**src/issue_pkg.sv**
```systemverilog
package issue_pkg;

    // register file sizes
    localparam int NUM_ARCH_REGS = 32;
    localparam int NUM_PHY_REGS  = 48;
    localparam int FIRST_FREE_PR = 32;
    localparam int PR_W          = 6;

    // issue sequence number, wraps
    localparam int ID_W = 8;

    localparam logic [31:0] RESET_PC = 32'h0000_3000;

    // decoded-instruction FIFO
    localparam int QUEUE_DEPTH = 4;
    localparam int QPTR_W      = $clog2(QUEUE_DEPTH);
    localparam int QCNT_W      = $clog2(QUEUE_DEPTH + 1);

    // primary opcodes
    localparam logic [5:0] OPC_SPECIAL = 6'h00;
    localparam logic [5:0] OPC_J       = 6'h02;
    localparam logic [5:0] OPC_ADDIU   = 6'h09;
    localparam logic [5:0] OPC_ORI     = 6'h0d;
    localparam logic [5:0] OPC_LW      = 6'h23;
    localparam logic [5:0] OPC_SW      = 6'h2b;

    typedef struct packed {
        logic [5:0] opcode;
        logic [4:0] rs;
        logic [4:0] rt;
        logic [4:0] rd;
        logic [4:0] shamt;
        logic [5:0] funct;
    } r_fmt_t;

    typedef struct packed {
        logic [5:0]  opcode;
        logic [4:0]  rs;
        logic [4:0]  rt;
        logic [15:0] imm;
    } i_fmt_t;

    typedef struct packed {
        logic [5:0]  opcode;
        logic [25:0] target;
    } j_fmt_t;

    // one fetched word, three ways to look at it
    typedef union packed {
        r_fmt_t r;
        i_fmt_t i;
        j_fmt_t j;
    } instr_word_u;

endpackage

```
**src/decode_queue.sv**
```systemverilog
`timescale 1ns/1ps

module decode_queue
    import issue_pkg::*;
(
    input  logic        clk,
    input  logic        rst_n,

    input  logic        push_valid,
    output logic        push_ready,
    input  logic [31:0] push_pc,
    input  logic [4:0]  push_rs,
    input  logic [4:0]  push_rt,
    input  logic        push_read_rs,
    input  logic        push_read_rt,
    input  logic [4:0]  push_dst,
    input  logic        push_write_dst,

    output logic        pop_valid,
    input  logic        pop_ready,
    output logic [31:0] pop_pc,
    output logic [4:0]  pop_rs,
    output logic [4:0]  pop_rt,
    output logic        pop_read_rs,
    output logic        pop_read_rt,
    output logic [4:0]  pop_dst,
    output logic        pop_write_dst
);

    logic [31:0] pc_mem       [QUEUE_DEPTH];
    logic [4:0]  rs_mem       [QUEUE_DEPTH];
    logic [4:0]  rt_mem       [QUEUE_DEPTH];
    logic [4:0]  dst_mem      [QUEUE_DEPTH];
    logic        read_rs_mem  [QUEUE_DEPTH];
    logic        read_rt_mem  [QUEUE_DEPTH];
    logic        write_mem    [QUEUE_DEPTH];

    logic [QPTR_W-1:0] wr_ptr;
    logic [QPTR_W-1:0] rd_ptr;
    logic [QCNT_W-1:0] count;
    logic              full;
    logic              push_fire;
    logic              pop_fire;

    assign full       = (count == QCNT_W'(QUEUE_DEPTH));
    assign pop_valid  = (count != '0);
    // room frees up when the head leaves this cycle
    assign push_ready = !full || pop_ready;
    assign push_fire  = push_valid && push_ready;
    assign pop_fire   = pop_valid && pop_ready;

    assign pop_pc        = pc_mem[rd_ptr];
    assign pop_rs        = rs_mem[rd_ptr];
    assign pop_rt        = rt_mem[rd_ptr];
    assign pop_read_rs   = read_rs_mem[rd_ptr];
    assign pop_read_rt   = read_rt_mem[rd_ptr];
    assign pop_dst       = dst_mem[rd_ptr];
    assign pop_write_dst = write_mem[rd_ptr];

    always_ff @(posedge clk) begin
        if (push_fire) begin
            pc_mem[wr_ptr]      <= push_pc;
            rs_mem[wr_ptr]      <= push_rs;
            rt_mem[wr_ptr]      <= push_rt;
            read_rs_mem[wr_ptr] <= push_read_rs;
            read_rt_mem[wr_ptr] <= push_read_rt;
            dst_mem[wr_ptr]     <= push_dst;
            write_mem[wr_ptr]   <= push_write_dst;
        end
    end

    always_ff @(posedge clk or negedge rst_n) begin
        if (!rst_n) begin
            wr_ptr <= '0;
            rd_ptr <= '0;
            count  <= '0;
        end else begin
            if (push_fire) begin
                wr_ptr <= (wr_ptr == QPTR_W'(QUEUE_DEPTH - 1)) ? '0 : wr_ptr + 1'b1;
            end
            if (pop_fire) begin
                rd_ptr <= (rd_ptr == QPTR_W'(QUEUE_DEPTH - 1)) ? '0 : rd_ptr + 1'b1;
            end
            case ({push_fire, pop_fire})
                2'b10:   count <= count + 1'b1;
                2'b01:   count <= count - 1'b1;
                default: count <= count;
            endcase
        end
    end

    // a push into a full queue swaps with a pop and keeps both pointers equal
    a_full_push: assert property (@(posedge clk) disable iff (!rst_n)
        (full && push_fire) |-> pop_fire ##1 (full && (wr_ptr == rd_ptr)));

endmodule

```
**src/fetch_decode.sv**
```systemverilog
`timescale 1ns/1ps

module fetch_decode
    import issue_pkg::*;
(
    input  logic        clk,
    input  logic        rst_n,

    output logic [31:0] imem_addr,
    input  logic [31:0] imem_data,

    output logic        push_valid,
    input  logic        push_ready,
    output logic [31:0] push_pc,
    output logic [4:0]  push_rs,
    output logic [4:0]  push_rt,
    output logic        push_read_rs,
    output logic        push_read_rt,
    output logic [4:0]  push_dst,
    output logic        push_write_dst
);

    logic [31:0] pc;
    logic        slot_pending;
    logic [31:0] jump_target_q;
    logic [31:0] slot_addr;
    logic        is_jump;
    logic        push_fire;
    logic        writes_gpr;
    instr_word_u instr;

    assign instr     = imem_data;
    assign imem_addr = pc;
    assign push_pc   = pc;
    assign push_fire = push_valid && push_ready;
    assign slot_addr = pc + 32'd4;

    // J inside a delay slot is not followed
    assign is_jump = (instr.j.opcode == OPC_J) && !slot_pending;

    always_comb begin
        push_rs      = instr.r.rs;
        push_rt      = instr.r.rt;
        push_read_rs = 1'b0;
        push_read_rt = 1'b0;
        push_dst     = 5'd0;
        writes_gpr   = 1'b0;
        case (instr.r.opcode)
            OPC_SPECIAL: begin
                push_read_rs = 1'b1;
                push_read_rt = 1'b1;
                push_dst     = instr.r.rd;
                writes_gpr   = 1'b1;
            end
            OPC_ADDIU, OPC_ORI, OPC_LW: begin
                push_rs      = instr.i.rs;
                push_read_rs = 1'b1;
                push_dst     = instr.i.rt;
                writes_gpr   = 1'b1;
            end
            OPC_SW: begin
                push_read_rs = 1'b1;
                push_read_rt = 1'b1;
            end
            // J only steers fetch, like any unknown opcode
            default: begin
                writes_gpr = 1'b0;
            end
        endcase
    end

    // $0 never gets a destination
    assign push_write_dst = writes_gpr && (push_dst != 5'd0);

    always_ff @(posedge clk or negedge rst_n) begin
        if (!rst_n) begin
            pc           <= RESET_PC;
            slot_pending <= 1'b0;
            push_valid   <= 1'b0;
        end else begin
            push_valid <= 1'b1;
            if (push_fire) begin
                if (slot_pending) begin
                    pc <= jump_target_q;
                end else begin
                    pc <= slot_addr;
                end
                slot_pending <= is_jump;
            end
        end
    end

    // target taken from the delay-slot address region
    always_ff @(posedge clk) begin
        if (push_fire && is_jump) begin
            jump_target_q <= {slot_addr[31:28], instr.j.target, 2'b00};
        end
    end

endmodule

```
**src/issue_core.sv**
```systemverilog
`timescale 1ns/1ps

module issue_core
    import issue_pkg::*;
(
    input  logic            clk,
    input  logic            rst_n,

    output logic [31:0]     imem_addr,
    input  logic [31:0]     imem_data,

    output logic            issue_valid,
    input  logic            issue_ready,
    output logic [31:0]     issue_pc,
    output logic [ID_W-1:0] issue_id,
    output logic [PR_W-1:0] issue_phy_rs,
    output logic [PR_W-1:0] issue_phy_rt,
    output logic [PR_W-1:0] issue_phy_dst,
    output logic            issue_has_dst,

    input  logic            pr_release_valid,
    input  logic [PR_W-1:0] pr_release_pr
);

    // fetch to queue
    logic        push_valid;
    logic        push_ready;
    logic [31:0] push_pc;
    logic [4:0]  push_rs;
    logic [4:0]  push_rt;
    logic        push_read_rs;
    logic        push_read_rt;
    logic [4:0]  push_dst;
    logic        push_write_dst;

    // queue to rename
    logic        pop_valid;
    logic        pop_ready;
    logic [31:0] pop_pc;
    logic [4:0]  pop_rs;
    logic [4:0]  pop_rt;
    logic        pop_read_rs;
    logic        pop_read_rt;
    logic [4:0]  pop_dst;
    logic        pop_write_dst;

    fetch_decode fetch_decode_inst (
        .clk            (clk),
        .rst_n          (rst_n),
        .imem_addr      (imem_addr),
        .imem_data      (imem_data),
        .push_valid     (push_valid),
        .push_ready     (push_ready),
        .push_pc        (push_pc),
        .push_rs        (push_rs),
        .push_rt        (push_rt),
        .push_read_rs   (push_read_rs),
        .push_read_rt   (push_read_rt),
        .push_dst       (push_dst),
        .push_write_dst (push_write_dst)
    );

    decode_queue decode_queue_inst (
        .clk            (clk),
        .rst_n          (rst_n),
        .push_valid     (push_valid),
        .push_ready     (push_ready),
        .push_pc        (push_pc),
        .push_rs        (push_rs),
        .push_rt        (push_rt),
        .push_read_rs   (push_read_rs),
        .push_read_rt   (push_read_rt),
        .push_dst       (push_dst),
        .push_write_dst (push_write_dst),
        .pop_valid      (pop_valid),
        .pop_ready      (pop_ready),
        .pop_pc         (pop_pc),
        .pop_rs         (pop_rs),
        .pop_rt         (pop_rt),
        .pop_read_rs    (pop_read_rs),
        .pop_read_rt    (pop_read_rt),
        .pop_dst        (pop_dst),
        .pop_write_dst  (pop_write_dst)
    );

    rename_issue rename_issue_inst (
        .clk              (clk),
        .rst_n            (rst_n),
        .pop_valid        (pop_valid),
        .pop_ready        (pop_ready),
        .pop_pc           (pop_pc),
        .pop_rs           (pop_rs),
        .pop_rt           (pop_rt),
        .pop_read_rs      (pop_read_rs),
        .pop_read_rt      (pop_read_rt),
        .pop_dst          (pop_dst),
        .pop_write_dst    (pop_write_dst),
        .issue_valid      (issue_valid),
        .issue_ready      (issue_ready),
        .issue_pc         (issue_pc),
        .issue_id         (issue_id),
        .issue_phy_rs     (issue_phy_rs),
        .issue_phy_rt     (issue_phy_rt),
        .issue_phy_dst    (issue_phy_dst),
        .issue_has_dst    (issue_has_dst),
        .pr_release_valid (pr_release_valid),
        .pr_release_pr    (pr_release_pr)
    );

endmodule

```
**src/rename_issue.sv**
```systemverilog
`timescale 1ns/1ps

module rename_issue
    import issue_pkg::*;
(
    input  logic            clk,
    input  logic            rst_n,

    input  logic            pop_valid,
    output logic            pop_ready,
    input  logic [31:0]     pop_pc,
    input  logic [4:0]      pop_rs,
    input  logic [4:0]      pop_rt,
    input  logic            pop_read_rs,
    input  logic            pop_read_rt,
    input  logic [4:0]      pop_dst,
    input  logic            pop_write_dst,

    output logic            issue_valid,
    input  logic            issue_ready,
    output logic [31:0]     issue_pc,
    output logic [ID_W-1:0] issue_id,
    output logic [PR_W-1:0] issue_phy_rs,
    output logic [PR_W-1:0] issue_phy_rt,
    output logic [PR_W-1:0] issue_phy_dst,
    output logic            issue_has_dst,

    input  logic            pr_release_valid,
    input  logic [PR_W-1:0] pr_release_pr
);

    // $0 is not held, it always reads as PR0
    logic [PR_W-1:0]         rat [1:NUM_ARCH_REGS-1];
    logic [NUM_PHY_REGS-1:0] used;
    logic [ID_W-1:0]         seq;

    logic                    free_found;
    logic [PR_W-1:0]         free_pr;
    logic                    out_free;
    logic                    load;
    logic [PR_W-1:0]         src_rs;
    logic [PR_W-1:0]         src_rt;

    // lowest free register, scanning down so the last hit wins
    always_comb begin
        free_found = 1'b0;
        free_pr    = '0;
        for (int i = NUM_PHY_REGS - 1; i >= FIRST_FREE_PR; i--) begin
            if (!used[i]) begin
                free_found = 1'b1;
                free_pr    = PR_W'(i);
            end
        end
    end

    always_comb begin
        src_rs = '0;
        src_rt = '0;
        if (pop_read_rs && (pop_rs != 5'd0)) begin
            src_rs = rat[pop_rs];
        end
        if (pop_read_rt && (pop_rt != 5'd0)) begin
            src_rt = rat[pop_rt];
        end
    end

    assign out_free  = !issue_valid || issue_ready;
    // no free register holds the head in the queue
    assign pop_ready = out_free && (!pop_write_dst || free_found);
    assign load      = pop_valid && pop_ready;

    always_ff @(posedge clk or negedge rst_n) begin
        if (!rst_n) begin
            for (int i = 1; i < NUM_ARCH_REGS; i++) begin
                rat[i] <= PR_W'(i);
            end
            used <= '0;
            for (int i = 0; i < FIRST_FREE_PR; i++) begin
                used[i] <= 1'b1;
            end
            seq         <= '0;
            issue_valid <= 1'b0;
        end else begin
            // release first, so the same edge cannot reuse it
            if (pr_release_valid) begin
                used[pr_release_pr] <= 1'b0;
            end
            if (load) begin
                seq         <= seq + 1'b1;
                issue_valid <= 1'b1;
                if (pop_write_dst) begin
                    used[free_pr] <= 1'b1;
                    rat[pop_dst]  <= free_pr;
                end
            end else if (issue_ready) begin
                issue_valid <= 1'b0;
            end
        end
    end

    always_ff @(posedge clk) begin
        if (load) begin
            issue_pc      <= pop_pc;
            issue_id      <= seq;
            issue_phy_rs  <= src_rs;
            issue_phy_rt  <= src_rt;
            issue_phy_dst <= pop_write_dst ? free_pr : '0;
            issue_has_dst <= pop_write_dst;
        end
    end

    a_hold: assert property (@(posedge clk) disable iff (!rst_n)
        (issue_valid && !issue_ready) |=> issue_valid && $stable(issue_pc)
            && $stable(issue_id) && $stable(issue_phy_rs) && $stable(issue_phy_rt)
            && $stable(issue_phy_dst) && $stable(issue_has_dst));

    // the architectural registers 0..31 are never handed out again
    a_dst_range: assert property (@(posedge clk) disable iff (!rst_n)
        (issue_valid && issue_has_dst) |-> (issue_phy_dst >= PR_W'(FIRST_FREE_PR)));

endmodule

```
**config.mk**
```make
export PLATFORM = sky130hd
export DESIGN_NAME = issue_core
export DESIGN_NICKNAME = d
export VERILOG_FILES = /design/src/issue_pkg.sv /design/src/decode_queue.sv /design/src/fetch_decode.sv /design/src/issue_core.sv /design/src/rename_issue.sv
export SDC_FILE = /design/constraint.sdc
export NUM_CORES = 1
export LEC_CHECK = 0
export BUFFER_PORTS_ARGS = -buffer_cell sky130_fd_sc_hd__buf_2
export CORE_MARGIN = 5
export CORE_UTILIZATION = 25
export CTS_CLUSTER_SIZE = 8
export DETAILED_ROUTE_END_ITERATION = 12
export PLACE_DENSITY = 0.44
export SYNTH_ARGS = -nofsm -noshare
export SYNTH_HDL_FRONTEND = slang
export SYNTH_HIERARCHICAL = 1
export SYNTH_SLANG_ARGS = --single-unit
```
**constraint.sdc**
```tcl
create_clock -name clk -period 5.2 [get_ports clk]
set_input_delay 0.52 -clock clk [delete_from_list [all_inputs] [get_ports clk]]
set_output_delay 0.52 -clock clk [all_outputs]
set_load 0.005 [all_outputs]
```
# Word-level counts from Yosys, hierarchy flattened
# Memories as Yosys holds them, arrays and structs flattened. A register that Yosys moved wholly into a read port is not among the register bits.
# Cells that the tools add are included.
word_totals:
  latch_bits: 0
  output_inout_bits: 92
  mem_bits_ro: 0
  input_bits: 42
  wordCells: 173
  ram_bits: 200
  ff_bits: 341
  mem_count: 7
memory_table:
  columns: ["memory", "depth", "word_bits", "read_ports", "rd_clocked_by_memory_dff", "wr", "line", "source"]
  rows:
  - ["decode_queue_inst.pc_mem", 4, 32, 1, 1, 1, "decode_queue.sv:30", "logic [31:0] pc_mem [QUEUE_DEPTH];"]
  - ["decode_queue_inst.dst_mem", 4, 5, 1, 0, 1, "decode_queue.sv:33", "logic [4:0] dst_mem [QUEUE_DEPTH];"]
  - ["decode_queue_inst.rs_mem", 4, 5, 1, 0, 1, "decode_queue.sv:31", "logic [4:0] rs_mem [QUEUE_DEPTH];"]
  - ["decode_queue_inst.rt_mem", 4, 5, 1, 0, 1, "decode_queue.sv:32", "logic [4:0] rt_mem [QUEUE_DEPTH];"]
  - ["decode_queue_inst.read_rs_mem", 4, 1, 1, 0, 1, "decode_queue.sv:34", "logic read_rs_mem [QUEUE_DEPTH];"]
  - ["decode_queue_inst.read_rt_mem", 4, 1, 1, 0, 1, "decode_queue.sv:35", "logic read_rt_mem [QUEUE_DEPTH];"]
  - ["1 more memories", null, null, null, null, null, null, null]
classes:
  reduce_logical: 30
  mul: 0
  eq_ne: 10
  div: 0
  n_shift: 0
  bitwise_logic: 6
  order_cmp: 8
  muxes: 60
  n_addsub: 6
op_table:
  columns: ["op", "n"]
  rows:
  - ["186-bit bitwise mux", 1]
  - ["48-bit two-way mux", 3]
  - ["6-bit two-way mux", 21]
  - ["6-bit binary-select mux with 5-bit select", 2]
  - ["48-bit bitwise AND", 1]
  - ["48-bit NOT", 1]
  - ["48-bit bitwise OR", 1]
  - ["32-bit by 3-bit adder with 32-bit output, second input constant", 1]
  - ["32-bit two-way mux", 1]
  - ["6-bit demux with 5-bit select", 1]
  - ["1-bit two-way mux", 25]
  - ["6-bit greater-or-equal comparator, second input constant", 3]
  - ["5-bit NOT with 6-bit output", 3]
  - ["5-bit nonzero test", 3]
  - ["6-bit by 7-bit less-than comparator with 1-bit output, second input constant", 2]
  - ["1-bit demux with 6-bit select", 2]
  - ["6-bit by 4-bit equality test with 1-bit output, second input constant", 2]
  - ["6-bit equality test, second input constant", 2]
  - ["6-bit by 1-bit greater-or-equal comparator with 1-bit output, second input constant", 2]
  - ["1-bit logical AND", 11]
  - ["5-bit case mux with 2 select lines", 1]
  - ["8-bit by 1-bit adder with 8-bit output, second input constant", 1]
  - ["2-bit equality test, second input constant", 3]
  - ["6-bit by 2-bit equality test with 1-bit output, second input constant", 1]
  - ["other kinds (18)", 26]

# Logic depth before layout (Yosys ltp)
# Gate-level depths: netlist of the first run.
depth:
  word_depth: 23
  mapped_depth: 14
  ltp_nobuf: 12

# Hierarchy
# The synthesis of the first run kept the hierarchy.
by_module_without_submodules:
  columns: ["mod", "seq_area_each_um2", "n_inst", "area_per_inst_um2", "cells_each"]
  rows:
  - ["rename_issue", 6746.5, 1, 12243.0, 896]
  - ["decode_queue", 6180.9, 1, 7641.1, 305]
  - ["fetch_decode", 1704.1, 1, 3595.9, 358]

# Worst setup path before layout of the first run
# OpenSTA, ideal clock, no wires.
synth_path:
  path_kind: "reg-to-reg"
  from: "reg decode_queue_inst.rd_ptr[0]"
  to: "reg fetch_decode_inst.jump_target_q[10] (enable)"
  period_less_slack_ps: 5701
  arrival_time_ps: 5194
  path_buffers: 3
  t_required_ps: 4694
  stages_incl_launch_ff: 9
  setup_slack_ps: -501
  setup_time_ps: 506
  path_cell_list: "dfrtp_1 -> buf_2 -> buf_4 -> mux4_2 -> a21oi_1 -> or4b_1 -> buf_2 -> nand3b_1 -> nor4b_1"
synth_via:
  elab_chain_cells: 7
synth_rtl:
  columns: ["item", "line", "source"]
  rows:
  - ["start: declaration", "decode_queue.sv:39", "logic [QPTR_W-1:0] rd_ptr;"]
  - ["start signal: assignment", "decode_queue.sv:82", "rd_ptr <= (rd_ptr == QPTR_W'(QUEUE_DEPTH - 1)) ? '0 : rd_ptr + 1'b1;"]
  - ["memory 4 x 1 bit", null, null]
  - ["net pop_write_dst", "issue_core.sv:45", "logic pop_write_dst;"]
  - ["1-bit zero test", "rename_issue.sv:69", "assign pop_ready = out_free && (!pop_write_dst || free_found);"]
  - ["1-bit logical OR", "rename_issue.sv:69", null]
  - ["1-bit logical AND", "rename_issue.sv:69", null]
  - ["net pop_ready", "issue_core.sv:38", "logic pop_ready;"]
  - ["1-bit logical OR", "decode_queue.sv:48", "assign push_ready = !full || pop_ready;"]
  - ["net push_ready", "issue_core.sv:27", "logic push_ready;"]
  - ["1-bit logical AND", "fetch_decode.sv:35", "assign push_fire = push_valid && push_ready;"]
  - ["1-bit logical AND", "fetch_decode.sv:95", "if (push_fire && is_jump) begin"]
  - ["end signal: assignment", "fetch_decode.sv:96", "jump_target_q <= {slot_addr[31:28], instr.j.target, 2'b00};"]
  - ["end: declaration", "fetch_decode.sv:25", "logic [31:0] jump_target_q;"]
# The timed path passes the listed nets, and every way through them passes these cells.
# A chain may end at the register's enable or synchronous reset.

# Worst setup path in the final report of the first run
layout_path:
  from: "reg decode_queue_inst.rd_ptr[0]"
  to: "reg fetch_decode_inst.jump_target_q[14] (enable)"
# The elaborated chain is that of the path after synthesis.

==> results of run 1 <==
## cell usage after synthesis, drive strengths merged, types with 14 or more instances
cell type and instances:
dfstp 82, nand2b 30, mux2 80, nor2 63
mux2i 19, mux4 135, a21oi 25, dfrtp 153
clkbuf 44, edfxtp 288, nor2b 21, and3 24
nand2 104, nor3 22, o21ai 110, nand4 39
nand3 26, inv 19, and2 21, buf 76
or2 14
## sequential cells by signal, indices dropped and copies added, names as in the netlist, 2 cells and up
| signal | flops |
|---|---|
| rename_issue_inst/issue_phy_rs | 6 |
| rename_issue_inst/seq | 8 |
| decode_queue_inst/rt_mem | 20 |
| decode_queue_inst/write_mem | 4 |
| decode_queue_inst/read_rt_mem | 4 |
| decode_queue_inst/read_rs_mem | 4 |
| rename_issue_inst/rat | 171 |
| fetch_decode_inst/imem_addr | 30 |
| rename_issue_inst/issue_phy_rt | 6 |
| fetch_decode_inst/jump_target_q | 30 |
| rename_issue_inst/issue_pc | 32 |
| decode_queue_inst/wr_ptr | 2 |
| decode_queue_inst/rd_ptr | 2 |
| decode_queue_inst/count | 3 |
| decode_queue_inst/rs_mem | 20 |
| decode_queue_inst/pc_mem | 128 |
| rename_issue_inst/used | 16 |
| decode_queue_inst/dst_mem | 20 |
| rename_issue_inst/issue_phy_dst | 5 |
| rename_issue_inst/issue_id | 8 |
## what timing repair did
item,CTS,global route
endpoints found under the hold margin,72,0
hold buffers,1,0
endpoints found under the setup margin,0,0
## power by group through the flow
stage | Clock (mW) | Sequential (mW) | Combinational, mW
4_1_cts | 4.90 | 6.60 | 5.43
3_5_place_dp | 0 | 6.65 | 5.41
5_1_grt | 5.08 | 6.73 | 5.74
2_1_floorplan | 0 | 6.27 | 3.65
6_report | 4.75 | 6.57 | 5.31
3_3_place_gp | 0 | 6.60 | 5.40
## per-stage QoR
step	cells	instance area, sq um	util	setup WS [ns]
after floorplan	1562	23500	-	1.03
after global placement	2855	25400	0.272	1.41
after detailed placement	2855	25400	0.272	1.25
after CTS	2997	27700	0.297	1.22
after global routing	2997	27700	0.297	1.07
final	3000	27700	0.297	1.38
## worst reg2reg max path: cells and delay by family (launching register included)
family,cells,cell delay [ns]
AND/OR/NAND/NOR,3,1.27
flip-flops,1,0.71
multiplexers,1,0.67
buffers and inverters,1,0.43
AO/OA/AOI/OAI,1,0.36
## cells by family after synthesis
family                     count (synthesis)
AOI/OAI and AO/OA                        233
buffers and inverters                    141
xor gates and xnor gates                  14
other                                      3
adders and majority gates                  9
and+or+nand+nor                          402
muxes                                    234
DFF                                      523
## layer usage
layer / GRT usage / vias to the layer above / routed length, um
met5: 0 / - / 27
met4: 0.0329 / 4 / 1340
met3: 0.0248 / 104 / 3500
met2: 0.210 / 383 / 31000
met1: 0.195 / 7469 / 31500
li1: - / 6290 / -
## worst min-delay path by stage
stage,cells after the start,endpoint,slack (ns),startpoint
CTS,1,fetch_decode_inst/jump_target_q[3],0.01,imem_data[1]
floorplan,0,decode_queue_inst/count[0],0.22,rst_n
global placement,1,rename_issue_inst/rat[173],0.46,rename_issue_inst/rat[173]
detailed placement,1,rename_issue_inst/rat[173],0.47,rename_issue_inst/rat[173]
finish,1,fetch_decode_inst/jump_target_q[3],0.07,imem_data[1]
global route,1,fetch_decode_inst/jump_target_q[2],0.03,imem_data[0]
## layout make-up
cell class,instances,share of cell area
diodes,3,0.000271
clock buffers,132,0.0763
clock inverters,9,0.00705
inverters,21,0.00289
multi-input cells,898,0.293
flip-flops and latches,523,0.528
well taps,1254,0.0566
repair buffers,160,0.0352
==> flow_metrics.env, run 1 <==
export IMPL_status="complete, no violations"
export IMPL_cts_tree="built"
export IMPL_synth_top_family_by_area="multiplexers"
export IMPL_leakage_nw=10.1
export IMPL_antenna_found_initial=8
export IMPL_synth_xor_xnor_area_share=0.00522
export IMPL_min_path_type="in -> reg"
export IMPL_grt_total_usage=0.134
export IMPL_gp_congestion=0.788
export IMPL_cts_buffer_depth=3
export IMPL_synth_area_mux_share=0.177
export IMPL_async_reset_ff_frac=0.449
export IMPL_maxSlewViolCount=0
export IMPL_setup_worst_path_start="decode_queue_inst/rd_ptr[0]"
export IMPL_cts_root_buffer="clkbuf_16"
export IMPL_drive_above_1_share=0.341
export IMPL_post_synth_num_cell_types=87
export IMPL_ys_ff_latch=523
export IMPL_critPathBufInv=1
export IMPL_drtIter0Drc=1054
export IMPL_grt_overflow=0
export IMPL_synthAdderAreaFrac=0.00512
export IMPL_routed_wl_mm=67.4
export IMPL_reg2reg_slack_ns=1.38
export IMPL_min_period_ns=3.82
export IMPL_crit_path_max_incr_delay_ns=0.71
export IMPL_hold_violations=0
export IMPL_whs_ns=0.0689
export IMPL_reg2reg_depth=6
export IMPL_cts_made_buffers=76
export IMPL_mappedNetlistArea_sq_um=23500
export IMPL_seq_area_sq_um=14600
export IMPL_postCtsSetupBuffers=0
export IMPL_first_global_vias=14800
export IMPL_area_growth_pct=18.0
export IMPL_synth_compound_area_frac=0.0646
export IMPL_required_ns=5.47
export IMPL_worstSetupEndpointType="flip-flop"
export IMPL_finalSetupTns_ns=0
export IMPL_final_nets=1731
export IMPL_cp_depth=6
export IMPL_path_cells="mux4_2 -> a21oi_1 -> or4b_1 -> nand3b_1 -> nor4b_4 -> buf_4"
export IMPL_num_vias=14300
export IMPL_reg2reg_from="decode_queue_inst/rd_ptr[0]"
export IMPL_slowest_stage="dfrtp_4"
export IMPL_worst_path_dominant_cell_family="simple AND/OR/NAND/NOR gates"
export IMPL_pwr_share_seq=0.395
export IMPL_fill_cells=9410
export IMPL_synth_edf_count=288
export IMPL_p_clk_frac=0.285
export IMPL_fin_crit_sh=0.735
export IMPL_rows=112
export IMPL_yosysTopAreaCellShare=0.368
export IMPL_start_util=0.252
export IMPL_clk_latency_ns=0.63
export IMPL_grt_start_max_net_pins=144
export IMPL_fp_dieW_um=316
export IMPL_rsz0062_at_grt="no"
export IMPL_drc_errors=0
export IMPL_power_density_nw_per_um2=600
export IMPL_ys_flop_type="edfxtp_1"
export IMPL_avgSynthCellArea_sq_um=15.1
export IMPL_max_clock_freq_mhz=262
export IMPL_ioPinCount=134
export IMPL_synthSimpleGateAreaFrac=0.0920
export IMPL_power_mw=16.6
export IMPL_fin_worst_skew_ns=0.0311
export IMPL_clk_pin_slew_ns=0.05
export IMPL_multi_input_area_sq_um=8120
export IMPL_intPower_mw=10.8
export IMPL_synth_warnings=6
export IMPL_maxCapViolations=0
export IMPL_wire_per_inst_um=22.5
export IMPL_ctsHtreeMaxLevel=3
export IMPL_crit_type="reg -> reg"
export IMPL_worst_slew_pin_slew_ns=1.19
export IMPL_mostFrequentLayoutCell="edfxtp_1"
export IMPL_dpl_hpwl_mm=44.4
export IMPL_drt_pre_antenna_iters=5
export IMPL_cts_resized=0
export IMPL_maxSlewHeadroom=0.209
export IMPL_vias_per_cell=4.75
export IMPL_yosysSeqAreaShare=0.623
export IMPL_cp_arrival_ns=4.09
export IMPL_r2r_end="fetch_decode_inst/jump_target_q[14]"
export IMPL_power_switching_mw=5.82
export IMPL_synth_area_top_cells="edfxtp_1 37%, dfrtp_1 16%, mux4_2 13%, dfstp_2 9.2%, mux2_2 3.6%"
export IMPL_dieArea_sq_um=100000
export IMPL_coreArea_sq_um=93300
export IMPL_port_buffers=130
export IMPL_power_share_switching=0.350
export IMPL_die_height_um=316
export IMPL_finalSetupViolCount=0
export IMPL_postRouteAntennaNets=0
export IMPL_ir_drop_uv=253
export IMPL_crit_fanout=26
export IMPL_crit_path_end="fetch_decode_inst/jump_target_q[14]"
export IMPL_pwr_share_comb=0.320
export IMPL_synthCells=1559
export IMPL_grt_pass1_wl_mm=101
export IMPL_mostFrequentLayoutCells="288 x edfxtp_1, 150 x dfrtp_1, 135 x mux4_2"
export IMPL_yosys_area_top_type="edfxtp_1"
export IMPL_start_kind="flip-flop"
export IMPL_clock_sinks=523
Power figures use the tool's default switching activity.
==> run 2: changes to the inputs <==
==> constraint.sdc (replaced) <==
create_clock -name clk -period 3.5 [get_ports clk]
set_input_delay 0.35 -clock clk [delete_from_list [all_inputs] [get_ports clk]]
set_output_delay 0.35 -clock clk [all_outputs]
set_load 0.005 [all_outputs]
==> run 2 against run 1 <==
Design area increased by 1.3%. Cell count increased by 1.7%. Hold slack got worse by 0.027 ns. Via count about the same. Die area unchanged. Global-route usage decreased by 0.079 points. Worst setup slack got worse by 1.2 ns. Register-to-register slack got worse by 1.2 ns. Power increased by 49%. First-iteration DRC count increased by 13%. Utilization increased by 0.37 points. Critical path type unchanged. Largest power group unchanged.
==> flow_metrics.env, run 2 (synthesized netlist as in run 1, its figures left out) <==
export IMPL_crit_path_max_incr_delay_ns=0.72
export IMPL_start_kind="flip-flop"
export IMPL_worstSetupEndpointType="flip-flop"
export IMPL_largest_register="rename_issue_inst/rat"
export IMPL_rsz0062_at_grt="no"
export IMPL_maxSlewViolCount=0
export IMPL_pwr_share_comb=0.325
export IMPL_gp_congestion=0.780
export IMPL_wire_per_inst_um=22.0
export IMPL_worst_path_dominant_cell_family="simple AND/OR/NAND/NOR gates"
export IMPL_final_nets=1780
export IMPL_grt_start_max_net_pins=91
export IMPL_postRouteAntennaNets=0
export IMPL_finalSetupTns_ns=0
export IMPL_die_height_um=316
export IMPL_coreArea_sq_um=93300
export IMPL_ir_drop_uv=504
export IMPL_postCtsSetupBuffers=0
export IMPL_ioPinCount=134
export IMPL_drive_above_1_share=0.349
export IMPL_power_density_nw_per_um2=881
export IMPL_fin_crit_sh=0.935
export IMPL_routed_wl_mm=67.1
export IMPL_min_period_ns=3.27
export IMPL_cts_made_buffers=76
export IMPL_mostFrequentLayoutCells="288 x edfxtp_1, 150 x dfrtp_1, 135 x mux4_2"
export IMPL_dieArea_sq_um=100000
export IMPL_slowest_stage="or4b_2"
export IMPL_grt_pass1_wl_mm=101
export IMPL_path_cells="buf_4 -> mux4_2 -> buf_12 -> nor3_1 -> or4b_2 -> o32ai_1 -> a31o_2"
export IMPL_reg2reg_from="decode_queue_inst/rd_ptr[0]"
export IMPL_min_path_type="in -> reg"
export IMPL_cts_root_buffer="clkbuf_16"
export IMPL_antenna_found_initial=5
export IMPL_first_global_vias=14900
export IMPL_rows=112
export IMPL_maxCapViolations=0
export IMPL_finalSetupViolCount=0
export IMPL_drtIter0Drc=1194
export IMPL_area_growth_pct=19.4
export IMPL_vias_per_cell=4.68
export IMPL_start_util=0.252
export IMPL_critPathBufInv=2
export IMPL_fin_worst_skew_ns=0.0213
export IMPL_setup_worst_path_start="decode_queue_inst/rd_ptr[0]"
export IMPL_ctsHtreeMaxLevel=3
export IMPL_crit_type="reg -> reg"
export IMPL_hold_violations=0
export IMPL_drt_pre_antenna_iters=5
export IMPL_pwr_share_seq=0.393
export IMPL_cts_buffer_depth=3
export IMPL_drc_errors=0
export IMPL_reg2reg_slack_ns=0.23
export IMPL_required_ns=3.98
export IMPL_largest_reg_flops=171
export IMPL_grt_total_usage=0.134
export IMPL_crit_fanout=46
export IMPL_reg_largest_list="rename_issue_inst/rat: 171 flops, decode_queue_inst/pc_mem: 128 flops, rename_issue_inst/issue_pc: 32 flops"
export IMPL_grt_overflow=0
export IMPL_power_share_switching=0.342
export IMPL_cp_arrival_ns=3.75
export IMPL_clock_sinks=523
export IMPL_worst_slew_pin_slew_ns=1.05
export IMPL_clk_pin_slew_ns=0.05
export IMPL_hp_start="imem_data[25]"
export IMPL_whs_ns=0.0417
export IMPL_fp_dieW_um=316
export IMPL_power_mw=24.7
export IMPL_p_clk_frac=0.282
export IMPL_intPower_mw=16.2
export IMPL_clk_latency_ns=0.61
export IMPL_reg2reg_depth=7
export IMPL_max_clock_freq_mhz=306
export IMPL_status="complete, no violations"
export IMPL_num_vias=14300
export IMPL_r2r_end="rename_issue_inst/issue_phy_rt[2]"
export IMPL_hold_end="decode_queue_inst/rs_mem[2][4]"
export IMPL_power_switching_mw=8.45
export IMPL_cts_tree="built"
export IMPL_mostFrequentLayoutCell="edfxtp_1"
export IMPL_port_buffers=130
export IMPL_dpl_hpwl_mm=45.5
export IMPL_whs_path_depth=1
export IMPL_leakage_nw=10.3
export IMPL_maxSlewHeadroom=0.302
-- run 2: final cells by class --
| class | instances | area (sq um) |
|---|---|---|
| fill | 9384 | 65300 |
| sequential | 523 | 14600 |
| multi-input combinational | 898 | 8120 |
| clock buffer | 135 | 2190 |
| tap | 1254 | 1570 |
| timing repair buffer | 209 | 1380 |
| inverter | 21 | 80.1 |
| clock inverter | 6 | 63.8 |
| antenna | 4 | 10.0 |
-- run 2: power groups by stage --
stage                     registers [mW]  logic [mW]  clock network, mW
after detailed placement            9.83        8.18                  0
after global routing                9.92        8.70               7.45
final                               9.71        8.04               6.95
after CTS                           9.74        8.21               7.16
after global placement              9.76        8.12                  0
after floorplan                     9.31        5.42                  0
-- run 2: per-layer routing --
metal,global-route usage,routed length [um]
met5,0,11
met4,0.0364,1510
met3,0.0248,2960
met2,0.211,31000
met1,0.191,31600
-- run 2: how the worst max path moves through the flow --
stage	to	slack (ns)	depth (start not counted)
detailed placement	rename_issue_inst/issue_phy_rt[5]	0.04	7
finish	rename_issue_inst/issue_phy_rt[2]	0.23	7
CTS	rename_issue_inst/issue_phy_rt[5]	0.03	7
floorplan	fetch_decode_inst/jump_target_q[10]	0.02	8
global placement	rename_issue_inst/issue_phy_rt[5]	0.03	7
global route	rename_issue_inst/issue_phy_rt[2]	0.13	7
-- run 2: what timing repair did --
| item | in CTS | in global routing |
|---|---|---|
| endpoints found under the setup margin | 0 | 1 |
| gates resized for setup | 0 | 1 |
| hold endpoints to repair | 57 | 0 |
| hold buffers | 19 | 0 |
-- run 2: per-stage QoR --
stage | area, sq um | instances | setup WS (ns) | utilization
after detailed placement | 25600 | 2886 | 0.0426 | 0.274
after floorplan | 23500 | 1562 | 0.0181 | -
after CTS | 28000 | 3046 | 0.0336 | 0.300
after global placement | 25600 | 2886 | 0.0338 | 0.274
after global routing | 28000 | 3047 | 0.125 | 0.300
final | 28000 | 3050 | 0.228 | 0.300
==> run 3: changes to the inputs <==
==> constraint.sdc (replaced) <==
create_clock -name clk -period 3.5 [get_ports clk]
set_input_delay 0.525 -clock clk [delete_from_list [all_inputs] [get_ports clk]]
set_output_delay 0.525 -clock clk [all_outputs]
set_load 0.005 [all_outputs]
==> run 3 against run 2 <==
Combinational power grew 0.7%. Routed wire length grew 0.20%. Highest routed layer unchanged. Via count increased by 1.4%. Fmax is 4.7% higher. Die area did not move. Critical path type unchanged. Hold slack better by 0.077 ns. Critical path depth increased by 5. Clock skew decreased by 0.0039 ns. Clock-buffer cell count is 4 lower. Sequential share of layout area increased by 0.35 points.
==> flow_metrics.env, run 3 (synthesized netlist as in run 1, its figures left out) <==
export IMPL_crit_fanout=6
export IMPL_min_path_type="in -> reg"
export IMPL_grt_overflow=0
export IMPL_largest_reg_flops=171
export IMPL_whs_path_depth=1
export IMPL_worstSetupEndpointType="flip-flop"
export IMPL_area_growth_pct=18.7
export IMPL_die_height_um=316
export IMPL_grt_start_max_net_pins=81
export IMPL_postRouteAntennaNets=0
export IMPL_finalSetupTns_ns=0
export IMPL_place_area_sq_um=25600
export IMPL_reg2reg_from="rename_issue_inst/used[41]"
export IMPL_cts_buffer_depth=3
export IMPL_fin_crit_sh=0.893
export IMPL_min_period_ns=3.13
export IMPL_ir_drop_uv=403
export IMPL_clk_pin_slew_ns=0.05
export IMPL_postCtsSetupBuffers=0
export IMPL_start_util=0.252
export IMPL_cts_resized=0
export IMPL_rsz0062_at_grt="no"
export IMPL_crit_type="reg -> reg"
export IMPL_maxSlewHeadroom=0.348
export IMPL_fin_util=0.299
export IMPL_max_clock_freq_mhz=320
export IMPL_vias_per_cell=4.78
export IMPL_drc_errors=0
export IMPL_required_ns=4.01
export IMPL_dpl_hpwl_mm=45.2
export IMPL_num_vias=14500
export IMPL_status="complete, no violations"
export IMPL_maxSlewViolCount=0
export IMPL_reg_largest_list="rename_issue_inst/rat: 171 flops, decode_queue_inst/pc_mem: 128 flops, rename_issue_inst/issue_pc: 32 flops"
export IMPL_coreArea_sq_um=93300
export IMPL_start_kind="flip-flop"
export IMPL_fill_cells=9469
export IMPL_mostFrequentLayoutCells="288 x edfxtp_1, 150 x dfrtp_1, 135 x mux4_2"
export IMPL_hp_start="imem_data[0]"
export IMPL_stdcell_area_sq_um=27900
export IMPL_reg2reg_depth=12
export IMPL_cts_made_buffers=75
export IMPL_cts_tree="built"
export IMPL_gp_congestion=0.802
export IMPL_largest_register="rename_issue_inst/rat"
export IMPL_rows=112
export IMPL_ctsHtreeMaxLevel=3
export IMPL_cts_root_buffer="clkbuf_16"
export IMPL_power_mw=24.6
export IMPL_worst_slew_pin_slew_ns=0.978
export IMPL_first_global_vias=15100
export IMPL_wire_per_inst_um=22.2
export IMPL_cp_arrival_ns=3.63
export IMPL_maxCapViolations=0
export IMPL_drtIter0Drc=968
export IMPL_final_nets=1762
export IMPL_antenna_found_initial=10
export IMPL_reg2reg_slack_ns=0.37
export IMPL_hold_end="fetch_decode_inst/jump_target_q[2]"
export IMPL_ioPinCount=134
export IMPL_drt_pre_antenna_iters=7
export IMPL_clock_sinks=523
export IMPL_finalSetupViolCount=0
export IMPL_drive_above_1_share=0.351
export IMPL_port_buffers=130
export IMPL_hold_buffers=1
export IMPL_leakage_nw=10.2
export IMPL_routed_wl_mm=67.2
export IMPL_dieArea_sq_um=100000
export IMPL_r2r_end="decode_queue_inst/count[2]"
export IMPL_hold_violations=0
export IMPL_mostFrequentLayoutCell="edfxtp_1"
export IMPL_clk_latency_ns=0.60
export IMPL_power_density_nw_per_um2=882
export IMPL_fp_dieW_um=316
export IMPL_grt_pass1_wl_mm=101
export IMPL_grt_total_usage=0.134
export IMPL_fin_worst_skew_ns=0.0175
## run 3: layout make-up
class                           count  area, sq um  share of cell area
Inverter                           21         80.1             0.00287
Clock buffer                      131         2140              0.0768
Multi-Input combinational cell    898         8110               0.291
Antenna cell                        3         7.51            0.000269
Timing Repair Buffer              192         1250              0.0450
Clock inverter                      4         57.6             0.00207
Tap cell                         1254         1570              0.0563
Sequential cell                   523        14600               0.525
## run 3: per-stage QoR
stage / setup slack [ns] / cells / hold WS (ns)
floorplan: 0.0181 / 1562 / 0.229
global placement: 0.331 / 2887 / 0.465
detailed placement: 0.391 / 2887 / 0.458
CTS: 0.360 / 3023 / 0.0744
global route: 0.144 / 3024 / 0.0774
finish: 0.374 / 3026 / 0.119
## run 3: critical path, cell delays in order, from the launching register on
cell and delay, ns:
dfrtp_1 0.42, nand4_2 0.21, nor4_2 0.43, a21oi_1 0.16, or4b_1 0.54, and2_4 0.20
inv_1 0.06, ha_1 0.17, inv_1 0.06, fa_1 0.37, xor2_1 0.15, nor2_1 0.11
xor2_1 0.16
## run 3: layer usage
layer  vias up  global-route usage  routed length [um]  share of wire
met3        94              0.0315                3720          0.055
met4        12              0.0371                1610          0.024
li1       6337                   -                   -              -
met5         -                   0                  82         0.0012
met2       411               0.215               31500           0.47
met1      7605               0.184               30300           0.45
## run 3: worst max path at each step
stage	from	end
after CTS	rename_issue_inst/used[47]	decode_queue_inst/count[2]
final	rename_issue_inst/used[41]	decode_queue_inst/count[2]
after floorplan	decode_queue_inst/rd_ptr[0]	fetch_decode_inst/jump_target_q[10]
after global routing	rename_issue_inst/used[41]	decode_queue_inst/count[2]
after global placement	rename_issue_inst/used[41]	decode_queue_inst/count[2]
after detailed placement	rename_issue_inst/used[41]	decode_queue_inst/count[2]
## run 3: power by group
part	internal (mW)	switching (mW)	total, mW
clock	4.13	2.68	6.81
sequential	8.55	1.11	9.66
combinational	3.49	4.61	8.10
